$ cat src/mips_pkg.sv
// shared widths and encodings for the MIPS32 subset core; the opcode and funct values follow the standard MIPS32 encoding
package mips_pkg;

  typedef logic [31:0] word_t;      // data word, instruction word or byte address
  typedef logic [4:0]  reg_addr_t;  // register number
  typedef logic [15:0] imm_t;       // I-type immediate field
  typedef logic [25:0] jtarget_t;   // J-type target field
  typedef logic [5:0]  opcode_t;
  typedef logic [5:0]  funct_t;
  typedef logic [3:0]  alu_ctrl_t;
  typedef logic [1:0]  wb_sel_t;
  typedef logic [1:0]  dst_sel_t;

  // primary opcodes
  localparam opcode_t op_rtype = 6'h00;
  localparam opcode_t op_j     = 6'h02;
  localparam opcode_t op_jal   = 6'h03;
  localparam opcode_t op_beq   = 6'h04;
  localparam opcode_t op_addi  = 6'h08;
  localparam opcode_t op_lw    = 6'h23;
  localparam opcode_t op_sw    = 6'h2b;

  // funct codes for R-type
  localparam funct_t fn_add = 6'h20;
  localparam funct_t fn_sub = 6'h22;
  localparam funct_t fn_and = 6'h24;
  localparam funct_t fn_or  = 6'h25;
  localparam funct_t fn_slt = 6'h2a;

  // ALU operations
  localparam alu_ctrl_t alu_and = 4'b0000;
  localparam alu_ctrl_t alu_or  = 4'b0001;
  localparam alu_ctrl_t alu_add = 4'b0010;
  localparam alu_ctrl_t alu_sub = 4'b0110;
  localparam alu_ctrl_t alu_slt = 4'b0111;  // signed compare

  // write-back source
  localparam wb_sel_t wb_alu  = 2'd0;
  localparam wb_sel_t wb_mem  = 2'd1;
  localparam wb_sel_t wb_link = 2'd2;  // pc + 4 for jal

  // destination register select
  localparam dst_sel_t dst_rt = 2'd0;
  localparam dst_sel_t dst_rd = 2'd1;
  localparam dst_sel_t dst_ra = 2'd2;

  localparam reg_addr_t link_reg = 5'd31;

endpackage

$ cat src/reg_file.sv
// 32 x 32 registers without reset; a read of the register written in the same cycle returns the old value
module reg_file (
  input  logic                clock,
  input  mips_pkg::reg_addr_t rs,
  input  mips_pkg::reg_addr_t rt,
  output mips_pkg::word_t     rs_data,
  output mips_pkg::word_t     rt_data,
  input  logic                wr_en,
  input  mips_pkg::reg_addr_t wr_addr,
  input  mips_pkg::word_t     wr_data
);
  import mips_pkg::*;

  word_t regs [32];

  // register zero is never written
  always_ff @(posedge clock) begin
    if (wr_en && (wr_addr != '0)) begin
      regs[wr_addr] <= wr_data;
    end
  end

  // asynchronous reads, $zero forced here
  assign rs_data = (rs == '0) ? '0 : regs[rs];
  assign rt_data = (rt == '0) ? '0 : regs[rt];

endmodule

$ cat config.mk
export PLATFORM = sky130hd
export DESIGN_NAME = reg_file
export DESIGN_NICKNAME = d
export VERILOG_FILES = /design/src/mips_pkg.sv /design/src/reg_file.sv
export SDC_FILE = /design/constraint.sdc
export NUM_CORES = 1
export LEC_CHECK = 0
export BUFFER_PORTS_ARGS = -buffer_cell sky130_fd_sc_hd__buf_2
export CORE_ASPECT_RATIO = 2
export CORE_MARGIN = 3
export CORE_UTILIZATION = 30
export CTS_BUF_LIST = sky130_fd_sc_hd__clkbuf_16
export CTS_CLUSTER_DIAMETER = 150
export DETAILED_ROUTE_END_ITERATION = 12
export PLACE_DENSITY = 0.53
export RECOVER_POWER = 25
export SLEW_MARGIN = 20
export SYNTH_ARGS = -nofsm -noshare
export SYNTH_HDL_FRONTEND = slang
export SYNTH_SLANG_ARGS = --single-unit
$ cat constraint.sdc
create_clock -name clock -period 2.8 [get_ports clock]
set_input_delay 0.56 -clock clock [delete_from_list [all_inputs] [get_ports clock]]
set_output_delay 0.56 -clock clock [all_outputs]
set_load 0.01 [all_outputs]
==> out/results.txt <==
Die Y - 571 µm
Placed cell count - 5009
Htree depth - 3
Worst-path maximum fanout - 2
Status - finished with violations
Initial antenna violation count - 6
Synth Instances - 2564
Max_cap viols - 0
Initial DRT Pass Iterations - 5
Violated checks - negative setup slack
CP endpoint kind - primary output
PwrDens - 558 nW/µm²
Top reg by flops - regs
Hold Vio Cnt, Final - 0
Tcrit/Tclk final - 1.09
Worst slew pin tran - 1.41 ns
Compound-cell area share of the yosys netlist - 0.0609
Max Buffers Root-to-Sink - 3
Biggest regs - regs x1024
CP max stage delay - 0.48 ns
Total GRT Usage - 0.220
Synth Area in Simple Gates - 0.0217
Clock period minus worst slack - 3.06 ns
Fmax - 326 MHz
Critical path, cell by cell - mux4_2 -> mux2_4 -> o21ai_2 -> buf_6 -> a311oi_2 -> buf_4 -> buf_6
RD Place Congestion - 0.839
Layout cell share with drive strength beyond 1 - 0.448
Number of vias per cell - 5.75
Critical path's top delay family - multiplexers
Most numerous cell on the critical path - buf_6
Number of flip-flops in the largest register - 1024
Initial DRC count - 2914
Largest family of logic cells by synthesized area - multiplexers
Total wire length - 184000 µm
YS warnings - 0
Vias in the first global route - 32100
Row cnt - 206
Final #Nets - 3174
Critical path class - flip-flop to primary output
Top cells by count, synth - 1024 x edfxtp_1, 320 x mux2i_1, 298 x mux4_2, 98 x clkbuf_1, 83 x nand2_1
CTS Root Cell - clkbuf_16
Post-synth ARST share - 0
Synthesized area per cell - 18.7 µm²
Finished Layout Cells - 5275
Synthesized area - 47900 µm²
Crit path buf inv count - 3
Estimated wirelength of the detail-placed design - 114000 µm
Top cell type by total area after synthesis - edfxtp_1
Pin count of the biggest net entering global routing - 33
Power Total - 34.1 mW
Synth area leaders - edfxtp_1 64%, mux4_2 14%, mux2i_1 6.7%, mux4_1 3.0%, mux2_2 1.5%
Post-CTS Hold Buffers - 0
Number of synthesized register bits - 1024
Slew Limit Headroom - 0.0625
Synth cell types - 38
Wire length per cell - 34.9 µm
Port bufs - 112
P&R area growth vs syn - 27.6%
Num CTS Buffers - 89
Critical Path AT - 2.50 ns
Core Area - 158000 µm²
GR Overflow Total - 0
Static leakage - 20.5 nW
Main synth FF type - edfxtp_1
Worst Hold Class - input port to flip-flop
CTS tree - yes
Register area share after synthesis - 0.642
RSZ-0062 raised after global routing - true
IO Count - 113
Die Area - 165000 µm²
Setup TNS Final - -9.00 ns
CP required - 2.24 ns
Peak supply drop - 0.000426 V
CP max-delay cell - mux4_2
Initial core utilization - 0.303
EDFF count, synth - 1024
# DRC - 0
Die X - 289 µm
Final setup viols - 64
XOR/XNOR Fraction of Synth Area - 0
Slew Viols, Final - 0
DRT antenna net count - 0
Post-synthesis mux area share - 0.251
First-pass GRT wire length - 253000 µm
Most common cell in the synthesized netlist - edfxtp_1
CP startpoint kind - flip-flop
Clk slew on worst S/H paths - 0.07 ns
Setup ws final - -0.264 ns
Via count - 30400
Adder-Cell Fraction of Synth Area - 0
# clock sinks - 1024
Post-synth top area share - 0.642
## metrics by stage
stage	cell area (µm²)	setup slack (ns)	utilization	hold WS, ns
2_1_floorplan	48100	-0.180	-	0.659
4_1_cts	60300	-0.325	0.382	0.325
6_report	61100	-0.264	0.387	0.375
5_1_grt	61100	-0.329	0.387	0.411
3_3_place_gp	54900	-0.815	0.348	1.06
3_5_place_dp	54900	-0.756	0.348	1.06
## area by class of cell
class                           count  area, µm²
Sequential cell                  1024      30700
Timing Repair Buffer              655       6800
Fill cell                       14300      96900
Multi-Input combinational cell   1353      18100
Tap cell                         2080       2600
Clock inverter                     65        547
Clock buffer                       93       2330
Inverter                            2       10.0
Antenna cell                        3       7.51
## final timing paths
kind	startpoint	endpoint	slack (ns)	cells after the start
worst max-delay path	regs[12][0]$_DFFE_PP_	rs_data[0]	-0.26	7
worst min-delay path	wr_data[11]	regs[27][11]$_DFFE_PP_	0.37	1
## where the power goes
group | internal [mW] | switching [mW]
Combinational | 1.98 | 2.40
Sequential | 17.1 | 0.105
Clock | 6.84 | 5.73
Total | 25.9 | 8.23
## per-layer routing
metal / up-vias / wire length, µm / track usage
met5: - / 40 / 0
met2: 1442 / 94200 / 0.388
li1: 12100 / - / -
met4: 4 / 12100 / 0.124
met1: 16400 / 65900 / 0.254
met3: 463 / 11800 / 0.0337
## kinds of logic (layout without fill, tap and decap cells)
| family | count (synthesis) | in the layout |
|---|---|---|
| AO/OA/AOI/OAI | 375 | 375 |
| buffers and inverters | 218 | 815 |
| flip-flops | 1024 | 1024 |
| multiplexers | 736 | 736 |
| other | 1 | 35 |
| AND/OR/NAND/NOR | 210 | 210 |
## cell usage in the layout (no fill, tap or decap), drive strengths merged
master and n:
edfxtp 1024, buf 628, mux4 352, mux2i 320, clkbuf 118, nand2 83, mux2 64, o221ai 64
a22oi 64, a211oi 64, a221oi 55, o21ai 55, nor2 37, nor2b 37, nand4 32, conb 32
a21oi 32, a311oi 32, clkinv 28, inv 27, bufinv 9, o2111ai 9, nand3b 6, or3b 5
diode 3, clkinvlp 3, nand3 2, bufbuf 2, or3 2, and2 2, and3 1, or2 1
nand2b 1, or4 1
## timing repair
action                     in CTS  in global routing
setup endpoints to repair      64                 64
cloned                          9                  3
gates resized for setup       439                 96
buffers inserted               81                 50
pin swaps                      89                 77
Note: power is estimated with default switching activity, not from simulation.
