### config.mk
export PLATFORM = sky130hd
export DESIGN_NAME = control_unit_flat
export DESIGN_NICKNAME = d
export VERILOG_FILES = /design/src/mips_pkg.sv /design/src/decode_if.sv /design/src/control_unit.sv /design/src/flat_wrapper.sv
export SDC_FILE = /design/constraint.sdc
export NUM_CORES = 1
export LEC_CHECK = 0
export ABC_CLOCK_PERIOD_IN_PS = 1600
export BUFFER_PORTS_ARGS = -buffer_cell sky130_fd_sc_hd__buf_2
export CORE_MARGIN = 2
export CORE_UTILIZATION = 34
export DETAILED_ROUTE_END_ITERATION = 6
export PLACE_DENSITY_LB_ADDON = 0.3
export SKIP_LAST_GASP = 1
export SYNTH_ARGS = -nofsm -noshare
export SYNTH_HDL_FRONTEND = slang
export SYNTH_SLANG_ARGS = --single-unit
### constraint.sdc
create_clock -name vclk -period 1.6
set_input_delay 0.16 -clock vclk [all_inputs]
set_output_delay 0.16 -clock vclk [all_outputs]
set_load 0.005 [all_outputs]
### src/mips_pkg.sv
// shared widths and encodings for the MIPS32 subset core; the opcode and funct values follow the standard MIPS32 encoding
package mips_pkg;

  typedef logic [31:0] word_t;      // data word, instruction word or byte address
  typedef logic [4:0]  reg_addr_t;  // register number
  typedef logic [15:0] imm_t;       // I-type immediate field
  typedef logic [25:0] jtarget_t;   // J-type target field
  typedef logic [5:0]  opcode_t;
  typedef logic [5:0]  funct_t;
  typedef logic [3:0]  alu_ctrl_t;
  typedef logic [1:0]  wb_sel_t;
  typedef logic [1:0]  dst_sel_t;

  // primary opcodes
  localparam opcode_t op_rtype = 6'h00;
  localparam opcode_t op_j     = 6'h02;
  localparam opcode_t op_jal   = 6'h03;
  localparam opcode_t op_beq   = 6'h04;
  localparam opcode_t op_addi  = 6'h08;
  localparam opcode_t op_lw    = 6'h23;
  localparam opcode_t op_sw    = 6'h2b;

  // funct codes for R-type
  localparam funct_t fn_add = 6'h20;
  localparam funct_t fn_sub = 6'h22;
  localparam funct_t fn_and = 6'h24;
  localparam funct_t fn_or  = 6'h25;
  localparam funct_t fn_slt = 6'h2a;

  // ALU operations
  localparam alu_ctrl_t alu_and = 4'b0000;
  localparam alu_ctrl_t alu_or  = 4'b0001;
  localparam alu_ctrl_t alu_add = 4'b0010;
  localparam alu_ctrl_t alu_sub = 4'b0110;
  localparam alu_ctrl_t alu_slt = 4'b0111;  // signed compare

  // write-back source
  localparam wb_sel_t wb_alu  = 2'd0;
  localparam wb_sel_t wb_mem  = 2'd1;
  localparam wb_sel_t wb_link = 2'd2;  // pc + 4 for jal

  // destination register select
  localparam dst_sel_t dst_rt = 2'd0;
  localparam dst_sel_t dst_rd = 2'd1;
  localparam dst_sel_t dst_ra = 2'd2;

  localparam reg_addr_t link_reg = 5'd31;

endpackage

### src/decode_if.sv
// decoded instruction fields and control levels; all signals are combinational within one cycle
interface decode_if;
  import mips_pkg::*;

  reg_addr_t rt;
  reg_addr_t rd;
  imm_t      immediate;
  jtarget_t  jump_target;

  alu_ctrl_t alu_ctrl;
  logic      alu_src;    // 1 selects the sign-extended immediate
  logic      mem_read;
  logic      mem_write;
  logic      reg_write;
  logic      branch;     // beq
  logic      jump;       // j and jal
  wb_sel_t   wb_sel;
  dst_sel_t  dst_sel;

  // control_unit side
  modport control (
    output rt, rd, immediate, jump_target,
    output alu_ctrl, alu_src, mem_read, mem_write,
    output reg_write, branch, jump, wb_sel, dst_sel
  );

  // execute_unit side
  modport execute (
    input rt, rd, immediate, jump_target,
    input alu_ctrl, alu_src, mem_read, mem_write,
    input reg_write, branch, jump, wb_sel, dst_sel
  );

endinterface

### src/control_unit.sv
// purely combinational decode; unknown opcode or funct acts as a no-op and flags illegal_opcode while run is high
module control_unit (
  input  logic                run,
  input  mips_pkg::word_t     instr,
  output mips_pkg::reg_addr_t rs,
  output mips_pkg::reg_addr_t rt,
  decode_if.control           dec,
  output logic                illegal_opcode
);
  import mips_pkg::*;

  opcode_t opcode;
  funct_t  funct;
  logic    illegal;

  // instruction fields
  assign opcode          = instr[31:26];
  assign rs              = instr[25:21];
  assign rt              = instr[20:16];
  assign funct           = instr[5:0];
  assign dec.rt          = instr[20:16];
  assign dec.rd          = instr[15:11];
  assign dec.immediate   = instr[15:0];
  assign dec.jump_target = instr[25:0];

  always_comb begin
    // defaults describe a no-op
    dec.alu_ctrl  = alu_add;
    dec.alu_src   = 1'b0;
    dec.mem_read  = 1'b0;
    dec.mem_write = 1'b0;
    dec.reg_write = 1'b0;
    dec.branch    = 1'b0;
    dec.jump      = 1'b0;
    dec.wb_sel    = wb_alu;
    dec.dst_sel   = dst_rt;
    illegal       = 1'b0;

    case (opcode)
      op_rtype: begin
        dec.reg_write = 1'b1;
        dec.dst_sel   = dst_rd;
        case (funct)  // ALU op comes from funct
          fn_add:  dec.alu_ctrl = alu_add;
          fn_sub:  dec.alu_ctrl = alu_sub;
          fn_and:  dec.alu_ctrl = alu_and;
          fn_or:   dec.alu_ctrl = alu_or;
          fn_slt:  dec.alu_ctrl = alu_slt;
          default: illegal = 1'b1;
        endcase
      end
      op_addi: begin
        dec.reg_write = 1'b1;
        dec.alu_src   = 1'b1;
      end
      op_lw: begin
        dec.reg_write = 1'b1;
        dec.alu_src   = 1'b1;
        dec.mem_read  = 1'b1;
        dec.wb_sel    = wb_mem;
      end
      op_sw: begin
        dec.alu_src   = 1'b1;  // address is base + offset
        dec.mem_write = 1'b1;
      end
      op_beq: begin
        dec.alu_ctrl = alu_sub;  // zero result means equal
        dec.branch   = 1'b1;
      end
      op_j: begin
        dec.jump = 1'b1;
      end
      op_jal: begin
        dec.jump      = 1'b1;
        dec.reg_write = 1'b1;
        dec.wb_sel    = wb_link;
        dec.dst_sel   = dst_ra;
      end
      default: illegal = 1'b1;
    endcase

    // illegal instructions must not change architectural state
    if (illegal) begin
      dec.reg_write = 1'b0;
      dec.mem_write = 1'b0;
      dec.mem_read  = 1'b0;
      dec.branch    = 1'b0;
      dec.jump      = 1'b0;
    end
  end

  assign illegal_opcode = run && illegal;

endmodule

### src/flat_wrapper.sv
// flat-port wrapper written by rule: the top's interface ports become plain ports
module control_unit_flat import mips_pkg::*;
  (run, instr, rs, rt, illegal_opcode, dec_rt, dec_rd, dec_immediate, dec_jump_target, dec_alu_ctrl, dec_alu_src, dec_mem_read, dec_mem_write, dec_reg_write, dec_branch, dec_jump, dec_wb_sel, dec_dst_sel);
  decode_if dec_i ();
  input  logic run;
  input  mips_pkg::word_t instr;
  output mips_pkg::reg_addr_t rs;
  output mips_pkg::reg_addr_t rt;
  output logic illegal_opcode;
  output wire logic [$bits(dec_i.rt)-1:0] dec_rt;
  output wire logic [$bits(dec_i.rd)-1:0] dec_rd;
  output wire logic [$bits(dec_i.immediate)-1:0] dec_immediate;
  output wire logic [$bits(dec_i.jump_target)-1:0] dec_jump_target;
  output wire logic [$bits(dec_i.alu_ctrl)-1:0] dec_alu_ctrl;
  output wire logic [$bits(dec_i.alu_src)-1:0] dec_alu_src;
  output wire logic [$bits(dec_i.mem_read)-1:0] dec_mem_read;
  output wire logic [$bits(dec_i.mem_write)-1:0] dec_mem_write;
  output wire logic [$bits(dec_i.reg_write)-1:0] dec_reg_write;
  output wire logic [$bits(dec_i.branch)-1:0] dec_branch;
  output wire logic [$bits(dec_i.jump)-1:0] dec_jump;
  output wire logic [$bits(dec_i.wb_sel)-1:0] dec_wb_sel;
  output wire logic [$bits(dec_i.dst_sel)-1:0] dec_dst_sel;
  assign dec_rt = dec_i.rt;
  assign dec_rd = dec_i.rd;
  assign dec_immediate = dec_i.immediate;
  assign dec_jump_target = dec_i.jump_target;
  assign dec_alu_ctrl = dec_i.alu_ctrl;
  assign dec_alu_src = dec_i.alu_src;
  assign dec_mem_read = dec_i.mem_read;
  assign dec_mem_write = dec_i.mem_write;
  assign dec_reg_write = dec_i.reg_write;
  assign dec_branch = dec_i.branch;
  assign dec_jump = dec_i.jump;
  assign dec_wb_sel = dec_i.wb_sel;
  assign dec_dst_sel = dec_i.dst_sel;
  control_unit u_core (.run(run), .instr(instr), .rs(rs), .rt(rt), .dec(dec_i), .illegal_opcode(illegal_opcode));
endmodule
==> reports/metrics.yaml <==
dr.pass1.iters: 2
ys_seq_area_share_pct: 0
core_area_um2: 2170
ant_nets: 0
clock.fmax_mhz: 765
multi_input_area_um2: 273
criticalPathCategory: "in -> out"
netlist_area_um2: 767
start_util_pct: 35.4
grtUsageMet1_pct: 9.82
max_stage_delay_ns: 0.36
synth_fp_nets: 138
portBuffers: 39
rsz0062_at_grt: "false"
drc: 0
hold_buffers: 0
outcome: "completed"
syn_area_per_cell_um2: 7.30
grtUsageMet2_pct: 13.9
setup_viol: 0
worstPathRequired_ns: 1.44
wirelength_um: 1140
min_period_ns: 1.31
setup_tns_ns: 0
syn_inst: 105
nClkBuffers: 0
place_congestion: 0.647
mostFrequentLayoutCell: "buf_2"
cts_setup_buffers: 0
grt_max_degree: 11
synthTopCellsByArea: "buf_4 63%, and3_1 4.9%, nor4_4 2.8%"
crit_arrival_ns: 1.15
crit_path_cell_trace: "buf_2, nor4_4, and3_1, a21o_1, buf_2"
dpl.hpwl_um: 993
grt_overflow: 0
fin_nets: 114
die_area_um2: 2650
startpoint: "instr[31]"
seq_cells: 0
regArea_um2: 0
diodes: 0
cts_resized: 0
timing.final.crit_share_pct: 81.7
wl_per_cell_um: 10.6
synthDistinctLibCells: 25
ir_worst_vdd_mv: 0.0562
holdWs_ns: 0.320
initialDrtViolationCount: 1
mostFrequentLayoutCells: "39 x buf_2, 6 x and3_1, 5 x nor2_1, 3 x and2_1, 3 x nor3_1"
area_growth_pct: -34.4
crit_top_cell: "buf_2"
die_w_um: 51.5
grtUsageMet3_pct: 0.862
p_leak_nw: 0.299
grt_usage_pct: 7.85
ys.warnings.count: 0
yosys.area.top_type: "buf_4"
grt_antenna_before_repair: 0
dr_total_vias: 471
worstSetupEndpointType: "primary output"
avgViaCountPerCell: 4.40
powerDensity_nw_per_um2: 179
hp-class: "in -> out"
report.final.hold_viol_count: 0
grt_busiest_layer: "met2"
pin_count: 110
crit_path_start_kind: "input pin"
maxCapViolations: 0
nFillCells: 261
whs_path_depth: 0
cp_slowest_cell: "nor4_4"
drive_gt1_share_pct: 53.2
finalMaxSlewViolations: 0
crit_path_end: "dec_alu_ctrl[2]"
grt_pass1_vias: 396
grt_first_pass_wirelength_um: 1730
die_height_um: 51.5
synth_top_cell_area_share_pct: 62.6
crit_path_max_fanout: 7
rows: 17
==> worst max-delay path, delay by kind of cell <==
kind / cells / cell delay (ns)
and+or+nand+nor: 2 / 0.61
buffers and inverters: 2 / 0.26
AOI/OAI and AO/OA: 1 / 0.12
==> per-layer routing <==
metal  up-vias  share of wire, %
li1        232                 -
met1       203                37
met2        28                45
met3         8                17
met4         0               1.5
met5         -                 0
==> per-stage QoR <==
| stage | total power, mW | util, % | cell area, um2 | setup WS, ns | instances |
|---|---|---|---|---|---|
| 2_1_floorplan | 0.166 | - | 767 | 0.481 | 105 |
| 3_3_place_gp | 0.0909 | 23.2 | 503 | 0.278 | 107 |
| 3_5_place_dp | 0.0917 | 23.2 | 503 | 0.267 | 107 |
| 4_1_cts | 0.0918 | 23.2 | 503 | 0.265 | 107 |
| 5_1_grt | 0.103 | 23.2 | 503 | 0.192 | 107 |
| 6_report | 0.0903 | 23.2 | 503 | 0.293 | 107 |
==> synth_stat cells <==
master     n
buf_4     64
and3_1     6
nor2_1     5
and2_1     3
nor3_1     3
a211oi_1   2
mux2i_1    2
nand2_1    2
nor3b_1    2
a21o_1     1
a21oi_1    1
a221o_1    1
a22oi_1    1
and2b_1    1
and3_2     1
and3b_1    1
and4b_1    1
clkbuf_8   1
conb_1     1
nand3_1    1
nor2b_1    1
nor4_2     1
nor4_4     1
o21ai_0    1
or2b_1     1
==> where the power goes <==
part | internal [mW] | switching [mW] | leakage [nW]
Combinational | 0.0424 | 0.0479 | 0.299
Clock | 0 | 0 | 0
Sequential | 0 | 0 | 0
==> logic make-up (layout without fill, tap and decap cells) <==
| logic type | Yosys count | after routing | share of synthesized area, % |
|---|---|---|---|
| other cells | 1 | 1 | 0.489 |
| buf+inv | 65 | 39 | 64.4 |
| simple gates | 30 | 30 | 25.9 |
| mux | 2 | 2 | 2.61 |
| compound gates | 7 | 7 | 6.52 |
==> worst min-delay path by stage <==
stage | startpoint | to | slack, ns
floorplan | instr[28] | dec_alu_src | 0.35
global placement | instr[24] | dec_jump_target[24] | 0.32
detailed placement | instr[24] | dec_jump_target[24] | 0.32
CTS | instr[24] | dec_jump_target[24] | 0.32
global route | instr[22] | rs[1] | 0.32
finish | instr[25] | dec_jump_target[25] | 0.32
==> cell type report <==
class	instances	area share [%]
multi-input combinational	40	54.2
tap	28	6.97
timing repair buffer	39	38.8
Power figures use the tool's default switching activity.
